===== config.mk =====
export PLATFORM = sky130hd
export DESIGN_NAME = fp_accum_top
export DESIGN_NICKNAME = d
export VERILOG_FILES = /design/src/rtl/fp_accum_pkg.sv /design/src/rtl/operand_stage.sv /design/src/rtl/poly_adder_l3.sv /design/src/rtl/postadder.sv /design/src/rtl/carry_resolver.sv /design/src/rtl/fp_accum_top.sv
export SDC_FILE = /design/constraint.sdc
export NUM_CORES = 2
export LEC_CHECK = 0
export BUFFER_PORTS_ARGS = -buffer_cell sky130_fd_sc_hd__buf_2
export CAP_MARGIN = 20
export CORE_ASPECT_RATIO = 0.5
export CORE_UTILIZATION = 41
export CTS_CLUSTER_SIZE = 28
export DETAILED_ROUTE_END_ITERATION = 7
export PLACE_DENSITY = 0.57
export SYNTH_ARGS = -nofsm -noshare
export SYNTH_HDL_FRONTEND = slang
export SYNTH_HIERARCHICAL = 1
export SYNTH_SLANG_ARGS = --single-unit

===== constraint.sdc =====
create_clock -name clk -period 11.75 [get_ports clk]
set_clock_uncertainty 0.15 [all_clocks]
set_input_delay 1.7625 -clock clk [delete_from_list [all_inputs] [get_ports clk]]
set_output_delay 1.7625 -clock clk [all_outputs]
set_load 0.05 [all_outputs]

===== src/rtl/fp_accum_pkg.sv =====
package fp_accum_pkg;

    ////////////////////////////////////////////////////////////
    // Field and limb geometry
    ////////////////////////////////////////////////////////////

    // Width of one field element
    localparam int FP_W = 32;
    // Bits per limb
    localparam int LIMB_W = 8;
    // Limbs per polynomial
    localparam int ADD_DIV = FP_W / LIMB_W;
    // Signed carry width of a level-3 limb
    localparam int L3_CW = 4;
    // Carry and value of a level-3 limb together
    localparam int L3_LIMB_W = LIMB_W + L3_CW;

    // Prime 2^32 minus 5
    localparam logic [FP_W-1:0] MOD = 32'hFFFF_FFFB;
    // 2^32 mod p, weight of every folded high bit
    localparam int unsigned FOLD_C = 5;
    // 16 times p, lifts the most negative reachable sum above zero
    localparam logic [FP_W+4:0] NEG_BIAS = {1'b0, MOD, 4'b0000};
    // Signed width of the weighted limb sum
    localparam int RES_W = 40;

    // Register banks of lanes 2 and 3
    localparam int BANK_D = 3;
    localparam int ADDR_W = 2;

    ////////////////////////////////////////////////////////////
    // Limb and polynomial types
    ////////////////////////////////////////////////////////////

    typedef logic [FP_W-1:0] uint_fp_t;

    // Level 1, one carry bit over the limb value
    typedef struct packed {
        logic              carry;
        logic [LIMB_W-1:0] val;
    } limb_l1_t;

    typedef limb_l1_t [ADD_DIV-1:0] redundant_poly_l1;

    // Level 3, signed carry
    // Read as one signed word the limb equals carry*256 + val
    typedef struct packed {
        logic signed [L3_CW-1:0] carry;
        logic [LIMB_W-1:0]       val;
    } limb_l3_t;

    typedef limb_l3_t [ADD_DIV-1:0] redundant_poly_l3;

    ////////////////////////////////////////////////////////////
    // Command word
    ////////////////////////////////////////////////////////////

    // Lane operation on register R with input X
    typedef enum logic [2:0] {
        ACC_HOLD = 3'd0,  // R
        ACC_LOAD = 3'd1,  // X
        ACC_ADD  = 3'd2,  // X + R
        ACC_RSUB = 3'd3,  // X - R
        ACC_SUB  = 3'd4,  // R - X
        ACC_NEG  = 3'd5   // MOD - R
    } acc_mode_t;

    // Register routed to the resolver
    typedef enum logic [1:0] {
        OUT_R1   = 2'd0,
        OUT_R2   = 2'd1,
        OUT_R3   = 2'd2,
        OUT_ZERO = 2'd3
    } out_sel_t;

    typedef struct packed {
        acc_mode_t         mode1;
        acc_mode_t         mode2;
        acc_mode_t         mode3;
        logic [ADDR_W-1:0] addr2;
        logic [ADDR_W-1:0] addr3;
        out_sel_t          outsel;
    } acc_cmd_t;

    // Command seen during reset
    localparam acc_cmd_t CMD_IDLE = '{
        mode1:  ACC_HOLD,
        mode2:  ACC_HOLD,
        mode3:  ACC_HOLD,
        addr2:  '0,
        addr3:  '0,
        outsel: OUT_R1
    };

endpackage


===== src/rtl/operand_stage.sv =====
`timescale 1ns/1ns

module operand_stage (
    input  logic                           clk,
    input  logic                           rstn,
    input  fp_accum_pkg::uint_fp_t         a,
    input  fp_accum_pkg::uint_fp_t         b,
    input  fp_accum_pkg::acc_cmd_t         cmd,
    output fp_accum_pkg::redundant_poly_l1 sum_l1,
    output fp_accum_pkg::acc_cmd_t         cmd_q
);

    import fp_accum_pkg::*;

    ////////////////////////////////////////////////////////////
    // Limb-wise sum
    ////////////////////////////////////////////////////////////

    // Next level-1 polynomial
    redundant_poly_l1 sum_d;

    // Each limb keeps its own ninth bit
    // No carry moves to the next limb
    for (genvar i = 0; i < ADD_DIV; i++) begin : g_limb
        logic [LIMB_W-1:0] a_limb;
        logic [LIMB_W-1:0] b_limb;

        assign a_limb = a[i*LIMB_W +: LIMB_W];
        assign b_limb = b[i*LIMB_W +: LIMB_W];

        // 9-bit result fills carry and value of the limb
        assign sum_d[i] = {1'b0, a_limb} + {1'b0, b_limb};
    end

    ////////////////////////////////////////////////////////////
    // Capture registers
    ////////////////////////////////////////////////////////////

    // Sum and command move together
    // Both reach the postadder on the same edge
    always_ff @(posedge clk) begin
        if (!rstn) begin
            sum_l1 <= '0;
            // Hold all lanes, route reg1
            cmd_q  <= CMD_IDLE;
        end else begin
            sum_l1 <= sum_d;
            cmd_q  <= cmd;
        end
    end

endmodule


===== src/rtl/poly_adder_l3.sv =====
`timescale 1ns/1ns

module poly_adder_l3 (
    input  logic                           sub,
    input  fp_accum_pkg::redundant_poly_l3 x,
    input  fp_accum_pkg::redundant_poly_l3 y,
    output fp_accum_pkg::redundant_poly_l3 z
);

    import fp_accum_pkg::*;

    ////////////////////////////////////////////////////////////
    // Carry-free limb arithmetic
    ////////////////////////////////////////////////////////////

    // Limbs stay independent
    // Value of z is exact while every limb carry fits in L3_CW bits
    for (genvar i = 0; i < ADD_DIV; i++) begin : g_limb
        // Signed limb values
        logic signed [L3_LIMB_W-1:0] x_val;
        logic signed [L3_LIMB_W-1:0] y_val;
        logic signed [L3_LIMB_W-1:0] z_val;

        // Carry over value read as one signed word
        assign x_val = $signed(x[i]);
        assign y_val = $signed(y[i]);

        // Wraps only when the caller overruns the carry range
        assign z_val = sub ? (x_val - y_val) : (x_val + y_val);

        // Low byte to val, upper signed bits to carry
        assign z[i] = z_val;
    end

endmodule


===== src/rtl/postadder.sv =====
`timescale 1ns/1ns

module postadder (
    input  logic                           clk,
    input  logic                           rstn,
    input  fp_accum_pkg::redundant_poly_l1 in_l1,
    input  fp_accum_pkg::acc_cmd_t         cmd,
    output fp_accum_pkg::redundant_poly_l3 dout
);

    import fp_accum_pkg::*;

    // Operands and mode of one lane adder
    typedef struct packed {
        logic             sub;
        redundant_poly_l3 x;
        redundant_poly_l3 y;
    } lane_op_t;

    ////////////////////////////////////////////////////////////
    // Format conversion
    ////////////////////////////////////////////////////////////

    // Level 1 to level 3, carry zero-extended
    function automatic redundant_poly_l3 l1_to_l3(input redundant_poly_l1 p);
        redundant_poly_l3 q;
        for (int i = 0; i < ADD_DIV; i++) begin
            q[i].carry = L3_CW'(p[i].carry);
            q[i].val   = p[i].val;
        end
        return q;
    endfunction

    // Canonical integer in limb form with zero carries
    function automatic redundant_poly_l3 int_to_l3(input uint_fp_t v);
        redundant_poly_l3 q;
        for (int i = 0; i < ADD_DIV; i++) begin
            q[i].carry = '0;
            q[i].val   = v[i*LIMB_W +: LIMB_W];
        end
        return q;
    endfunction

    // Mode to adder operands
    // Default leaves 0 + R, which also covers HOLD and reserved codes
    function automatic lane_op_t decode_lane(
        input acc_mode_t        mode,
        input redundant_poly_l3 din,
        input redundant_poly_l3 r
    );
        lane_op_t op;
        op.sub = 1'b0;
        op.x   = '0;
        op.y   = r;
        case (mode)
            ACC_LOAD: begin
                op.y = din;
            end
            ACC_ADD: begin
                op.x = din;
            end
            ACC_RSUB: begin
                op.x   = din;
                op.sub = 1'b1;
            end
            ACC_SUB: begin
                op.x   = r;
                op.y   = din;
                op.sub = 1'b1;
            end
            ACC_NEG: begin
                op.x   = int_to_l3(MOD);
                op.sub = 1'b1;
            end
            default: begin
                op.sub = 1'b0;
            end
        endcase
        return op;
    endfunction

    ////////////////////////////////////////////////////////////
    // Lane registers
    ////////////////////////////////////////////////////////////

    redundant_poly_l3 in_l3;
    redundant_poly_l3 reg1;
    redundant_poly_l3 reg2 [BANK_D];
    redundant_poly_l3 reg3 [BANK_D];

    // Bank entries addressed by this command
    redundant_poly_l3 reg2_rd;
    redundant_poly_l3 reg3_rd;

    assign in_l3   = l1_to_l3(in_l1);
    assign reg2_rd = reg2[cmd.addr2];
    assign reg3_rd = reg3[cmd.addr3];

    ////////////////////////////////////////////////////////////
    // Lane adders
    ////////////////////////////////////////////////////////////

    lane_op_t         op1, op2, op3;
    redundant_poly_l3 acc1_out, acc2_out, acc3_out;

    assign op1 = decode_lane(cmd.mode1, in_l3, reg1);
    assign op2 = decode_lane(cmd.mode2, in_l3, reg2_rd);
    assign op3 = decode_lane(cmd.mode3, in_l3, reg3_rd);

    poly_adder_l3 acc1 (.sub(op1.sub), .x(op1.x), .y(op1.y), .z(acc1_out));
    poly_adder_l3 acc2 (.sub(op2.sub), .x(op2.x), .y(op2.y), .z(acc2_out));
    poly_adder_l3 acc3 (.sub(op3.sub), .x(op3.x), .y(op3.y), .z(acc3_out));

    // Output selection, old register contents
    redundant_poly_l3 dout_d;

    always_comb begin
        case (cmd.outsel)
            OUT_R1:  dout_d = reg1;
            OUT_R2:  dout_d = reg2_rd;
            OUT_R3:  dout_d = reg3_rd;
            default: dout_d = '0;
        endcase
    end

    // Write-back and output on the same edge
    // dout sees the value from before this write
    always_ff @(posedge clk) begin
        if (!rstn) begin
            reg1 <= '0;
            for (int i = 0; i < BANK_D; i++) begin
                reg2[i] <= '0;
                reg3[i] <= '0;
            end
            dout <= '0;
        end else begin
            reg1            <= acc1_out;
            reg2[cmd.addr2] <= acc2_out;
            reg3[cmd.addr3] <= acc3_out;
            dout            <= dout_d;
        end
    end

endmodule


===== src/rtl/carry_resolver.sv =====
`timescale 1ns/1ns

module carry_resolver (
    input  logic                           clk,
    input  logic                           rstn,
    input  fp_accum_pkg::redundant_poly_l3 din,
    output fp_accum_pkg::uint_fp_t         result
);

    import fp_accum_pkg::*;

    // Weighted sum of signed limbs
    function automatic logic signed [RES_W-1:0] poly_value(input redundant_poly_l3 p);
        logic signed [RES_W-1:0] acc;
        logic signed [RES_W-1:0] limb;
        acc = '0;
        for (int i = 0; i < ADD_DIV; i++) begin
            // Sign extension from the 12-bit limb word
            limb = $signed(p[i]);
            acc  = acc + (limb <<< (LIMB_W * i));
        end
        return acc;
    endfunction

    ////////////////////////////////////////////////////////////
    // Stage 1, limb sum
    ////////////////////////////////////////////////////////////

    logic signed [RES_W-1:0] sum_q;

    always_ff @(posedge clk) begin
        if (!rstn) begin
            sum_q <= '0;
        end else begin
            sum_q <= poly_value(din);
        end
    end

    ////////////////////////////////////////////////////////////
    // Stage 2, bias and first fold
    ////////////////////////////////////////////////////////////

    // Non-negative after the bias, below 2^37
    logic [RES_W-1:0] biased;
    logic [FP_W:0]    fold1_d;
    logic [FP_W:0]    fold1_q;

    assign biased = sum_q + RES_W'(NEG_BIAS);
    // High bits weigh 2^32, which is 5 mod p
    assign fold1_d = biased[FP_W-1:0] + FOLD_C * biased[RES_W-1:FP_W];

    always_ff @(posedge clk) begin
        if (!rstn) begin
            fold1_q <= '0;
        end else begin
            fold1_q <= fold1_d;
        end
    end

    ////////////////////////////////////////////////////////////
    // Stage 3, second fold and final correction
    ////////////////////////////////////////////////////////////

    // At most one high bit left
    logic [FP_W:0] fold2;
    logic [FP_W:0] corr1;
    logic [FP_W:0] corr2;

    assign fold2 = fold1_q[FP_W-1:0] + FOLD_C * fold1_q[FP_W];

    // Up to two conditional subtractions of p
    assign corr1 = (fold2 >= MOD) ? (fold2 - MOD) : fold2;
    assign corr2 = (corr1 >= MOD) ? (corr1 - MOD) : corr1;

    always_ff @(posedge clk) begin
        if (!rstn) begin
            result <= '0;
        end else begin
            // Canonical residue, top bit is zero here
            result <= corr2[FP_W-1:0];
        end
    end

endmodule


===== src/rtl/fp_accum_top.sv =====
`timescale 1ns/1ns

module fp_accum_top (
    input  logic                   clk,
    input  logic                   rstn,
    input  fp_accum_pkg::uint_fp_t a,
    input  fp_accum_pkg::uint_fp_t b,
    input  fp_accum_pkg::acc_cmd_t cmd,
    output fp_accum_pkg::uint_fp_t result
);

    import fp_accum_pkg::*;

    ////////////////////////////////////////////////////////////
    // Stage links
    ////////////////////////////////////////////////////////////

    // Operand stage to postadder
    redundant_poly_l1 sum_l1;
    acc_cmd_t         cmd_q;

    // Postadder to resolver
    redundant_poly_l3 dout;

    // Capture at E0
    operand_stage u_operand_stage (
        .clk    (clk),
        .rstn   (rstn),
        .a      (a),
        .b      (b),
        .cmd    (cmd),
        .sum_l1 (sum_l1),
        .cmd_q  (cmd_q)
    );

    // Lane write-back and selection at E1
    postadder u_postadder (
        .clk   (clk),
        .rstn  (rstn),
        .in_l1 (sum_l1),
        .cmd   (cmd_q),
        .dout  (dout)
    );

    // Canonical result after E4
    carry_resolver u_carry_resolver (
        .clk    (clk),
        .rstn   (rstn),
        .din    (dout),
        .result (result)
    );

endmodule


[After elaboration in Yosys (flattened, before gate mapping)]
Memory sizes are Yosys's and may differ from the RTL's. A register that Yosys moved wholly into a read port is not among the register bits.
Cells that the tools add are included.
Word-level totals
  register bits: 252
  bits in writable memories: 288
  memories kept: 2
Memory list
  u_postadder.reg2: words 3, bits a word 48, rd ports 1, clocked after memory_dff 1, wr ports 3, line postadder.sv:88  | redundant_poly_l3 reg2 [BANK_D];
  u_postadder.reg3: words 3, bits a word 48, rd ports 1, clocked after memory_dff 1, wr ports 3, line postadder.sv:89  | redundant_poly_l3 reg3 [BANK_D];
Cells by class
  multiply operators: 2
  equal/unequal tests: 17
  reductions and logical operators: 12
  add/subtract/negate cells: 36
  order comparisons: 2
  multiplexer cells: 34
Operators with widths (count)
  case mux 48 bit (3 select lines): 4
  2-to-1 mux 48 bit: 5
  adder 12 bit: 12
  2-to-1 mux 12 bit: 12
  subtractor 12 bit: 12
  OR reduction 48 bit: 2
  greater-or-equal comparator 33 x 32 -> 1 bit, second input constant: 2
  adder 40 x 36 -> 40 bit: 1
  adder 40 x 36 -> 40 bit, second input constant: 1
  adder 8 x 8 -> 9 bit: 4
  adder 32 x 11 -> 33 bit: 1
  adder 32 x 4 -> 33 bit: 1
  2-to-1 mux 33 bit: 1
  subtractor 33 x 32 -> 33 bit, second input constant: 1
  2-to-1 mux 32 bit: 1
  subtractor 32 bit, second input constant: 1
  adder 21 x 28 -> 29 bit: 1
  adder 12 x 20 -> 21 bit: 1
  equality test 3 x 2 -> 1 bit, second input constant: 6
  equality test 3 bit, second input constant: 6
  OR reduction 2 bit: 6
  multiplier 3 x 8 -> 11 bit, first input constant: 1
  equality test 3 x 1 -> 1 bit, second input constant: 3
  OR reduction 3 bit: 3
  other kinds (6): 15

[Depth between registers and ports, before layout]
  word-level depth: 6
  mapped depth: 23
  depth with buffers taken out: 22

[Cells and area by module]
The synthesis kept the hierarchy.
By module, submodules not included
  postadder: area an instance 23513.8 um2, seq. area each 13452.9 um2, cells each 1876, times used 1
  poly_adder_l3: area an instance 2881.5 um2, seq. area each 0.0 um2, cells each 408, times used 3
  carry_resolver: area an instance 7693.6 um2, seq. area each 2042.0 um2, cells each 879, times used 1
  operand_stage: area an instance 2647.5 um2, seq. area each 1021.0 um2, cells each 274, times used 1

[Worst setup path after synthesis]
No wires, ideal clock.
  kind: input-to-reg
  from: in rstn
  to: mem u_postadder/reg2[3][0] in the netlist's numbering (enable)
  cell stages on the path: 5
  slack: 5.529 ns
  arrival: 5.558 ns
  path through: buf_4 inv_2 buf_2 clkbuf_1 nor3_1
RTL lines
  from (decl): line fp_accum_top.sv:5  | input logic rstn,
  to (decl): line postadder.sv:88

[Final worst setup path]
  from: reg u_carry_resolver.sum_q[7]
  to: reg u_carry_resolver.fold1_q[23]
Between the ends
  longest elaborated chain between the ends: 3
Ends and longest elaborated chain
  from (decl): line carry_resolver.sv:29  | logic signed [RES_W-1:0] sum_q;
  from (signal assigned): line carry_resolver.sv:35  | sum_q <= poly_value(din);
  adder 40 x 36 -> 40 bit *: line carry_resolver.sv:48  | assign biased = sum_q + RES_W'(NEG_BIAS);
  multiplier 3 x 8 -> 11 bit: line carry_resolver.sv:50  | assign fold1_d = biased[FP_W-1:0] + FOLD_C * biased[RES_W-1:FP_W];
  adder 32 x 11 -> 33 bit *: line carry_resolver.sv:50
  to (signal assigned): line carry_resolver.sv:56  | fold1_q <= fold1_d;
  to (decl): line carry_resolver.sv:46  | logic [FP_W:0] fold1_q;
Mark *: on every way between the ends. The rest lies on a longest branch, timed or not.
A chain may end at the register's enable or synchronous reset.

==> metrics.cfg <==
[detailed_routing]
drt_iter0_markers=3064
drt-total-wl_um=128100
via_per_inst=5.730
vias=32700
antenna_left=0
remaining_drc_errors=0
wl_per_cell_um=22.45
dr.pass1.iters=5

[floorplanning]
rows=83
die_area_um2=105000
start_util_pct=41.38
core_um2=102700
io_pins=113
dieWidth_um=457.3
die_height_um=229.7

[grt]
grt_first_pass_wirelength_um=193400
grt_pass1_vias=31510
grt_max_degree=63
grt_overflow=0
grt_usage_pct=24.12
antenna_found_initial=4

[place]
port_buffers=112
globalplace.congestion=0.9264
pre_cts_slack_ns=5.355
hpwl_um=89110
dp_cells=5582
placedInstanceArea_um2=44390

[layout]
layout.nets=4669
postLayoutCoreUtil_pct=45.42
area_delta_synth_final_pct=9.765
postLayoutCellArea_um2=46650
fillers=9608
final_cells=5707
drive_gt1_share_pct=14.71

[timing]
period_needed_ns=6.407
hold_slack_ns=0.2954
grt_setup_unrepaired=no
max_freq_mhz=156.1
finalSetupViolations=0
tns_ns=0
relSlewSlack_pct=30.15
tightest_slew_ns=1.041
setup_slack_ns=5.343
finalHoldViolCount=0
fin_crit_sh_pct=54.53
maxSlewViolCount=0

[setup_path]
worstSetupStartpointType=flip-flop
crit_required_ns=12.19
cp_data_arrival_time_ns=6.84
crit_fanout=11
cp-end-kind=flip-flop
worstSetupPathType=reg2reg

[yosys]
synth_warnings=6
yosys.area.top_type=edfxtp_1
async_reset_ff_share_pct=0
ys_top_cells_by_count=nor2_1 (417), and2_1 (402), edfxtp_1 (384), nand2_1 (322), ha_1 (250)
synth.area.top_cells=edfxtp_1 (27%), dfxtp_1 (12%), ha_1 (7.4%)
syn_area_um2=42500
synth_cells=4253
yosys.area.top_type_share_pct=27.13
synth-main-ff-cell=edfxtp_1
yosysMostFrequentCell=nor2_1
synth.avg_cell_area_um2=9.993
ys_seq_area_share_pct=38.86
synth_fp_nets=4632
synth_edf_count=384
synth_seq_cells=633
synth_cell_types=94

[flow_run]
drv_cap=0

[power_and_ir_drop]
p_leak_nw=18.21
power_density_nw_per_um2=213.8
peakVddDrop_v=0.0001081
p_total_mw=9.973

[clock_tree]
holdBufCountCts=0
cts.sinks=633
cts_setup_buffers=0
cts_buffers=66
cts_tree=built
cts.clk_slew.worst_paths_ns=0.06
cts_root_buffer=clkbuf_16
htreeDepth=3
clock_latency_ns=0.68
cts_resized=0
clockBufferDepth=3

[hold_path]
min-delay-path-class=reg2reg

[outcome]
status=completed

-- cells by family (layout without fill, tap and decap cells) --
kind of cell / Yosys count / after routing / share of synthesized area, %
multiplexers: 333 / 333 / 10.79
AND/OR/NAND/NOR: 1555 / 1555 / 18.60
AO/OA/AOI/OAI: 792 / 792 / 12.26
adder cells (fa/ha/maj): 298 / 298 / 9.621
flip-flops: 633 / 633 / 38.86
buffers and inverters: 328 / 418 / 3.394
other: 0 / 4 / 0
XOR/XNOR: 314 / 314 / 6.471
-- metal layers --
metal | global-route usage, % | share of wire (%)
met2 | 36.35 | 42
met5 | 0 | 0
met1 | 33.40 | 45
met3 | 6.929 | 9.2
met4 | 7.186 | 2.9
-- critical path, cell delays in order, from the launching register on --
cell       delay, ns
dfxtp_1         0.35
or3_1           0.51
nor4_2          0.59
nand2_1         0.32
nor3_1          0.27
nand2_1         0.17
nor4_1          0.25
xor2_1          0.26
ha_1            0.28
ha_1            0.32
fa_1            0.47
a21o_1          0.18
a21o_1          0.21
a2111oi_0       0.60
o21ai_0         0.30
nand4_1         0.43
nand2b_1        0.29
o22a_1          0.21
mux2i_1         0.18
-- path summary, 6_finish.rpt --
check	cells past startpoint	slack, ns	end	start
worst min-delay path	1	0.30	u_carry_resolver/sum_q[2]	u_postadder/dout[2]
worst min register to register	1	0.30	u_carry_resolver/sum_q[2]	u_postadder/dout[2]
worst max register to register	18	5.34	u_carry_resolver/fold1_q[23]	u_carry_resolver/sum_q[7]
worst max-delay path	18	5.34	u_carry_resolver/fold1_q[23]	u_carry_resolver/sum_q[7]
-- area by class of cell --
class / instances / area (um^2) / area share (%)
clock buffer: 90 / 1874 / 4.018
multi-input combinational: 3292 / 24720 / 52.98
timing repair buffer: 162 / 938.4 / 2.012
tap: 1360 / 1702 / 3.648
antenna: 4 / 10.01 / 0.02146
clock inverter: 31 / 375.4 / 0.8046
inverter: 135 / 506.7 / 1.086
sequential: 633 / 16530 / 35.43
-- power breakdown --
| part | leakage (nW) | switching (mW) | internal (mW) | total [mW] |
|---|---|---|---|---|
| clock network | 1.10 | 0.965 | 1.25 | 2.21 |
| registers | 6.03 | 0.335 | 2.87 | 3.21 |
| logic | 11.1 | 2.65 | 1.90 | 4.55 |
-- state kept, by name (all words and copies together) (netlist names) --
| register | flops |
|---|---|
| u_postadder/reg2 | 192 |
| u_postadder/reg3 | 192 |
| u_postadder/dout | 48 |
| u_postadder/reg1 | 48 |
| u_carry_resolver/sum_q | 37 |
| u_operand_stage/sum_l1 | 36 |
| u_carry_resolver/fold1_q | 33 |
| u_carry_resolver/result | 32 |
| u_operand_stage/cmd_q | 15 |
-- cells in the final DEF (no fill, tap or decap), types with 23 or more instances in the layout --
cell	instances
mux2i_1	45
o21a_1	30
xor2_1	70
nand3_1	49
or3_1	23
nand2_1	322
nor2_1	413
a211oi_1	39
o21ai_0	186
mux2_2	200
xnor2_1	244
a21o_1	43
buf_2	111
clkbuf_16	68
a21oi_1	177
nor2b_1	56
nand4_1	24
dfxtp_1	244
nor3_1	94
ha_1	250
nand2b_1	29
mux4_2	79
and2_1	402
a31oi_1	82
nor4_1	29
edfxtp_1	384
buf_4	51
a22oi_1	49
fa_1	48
inv_1	132
and3_1	24
Power figures use the tool's default switching activity.
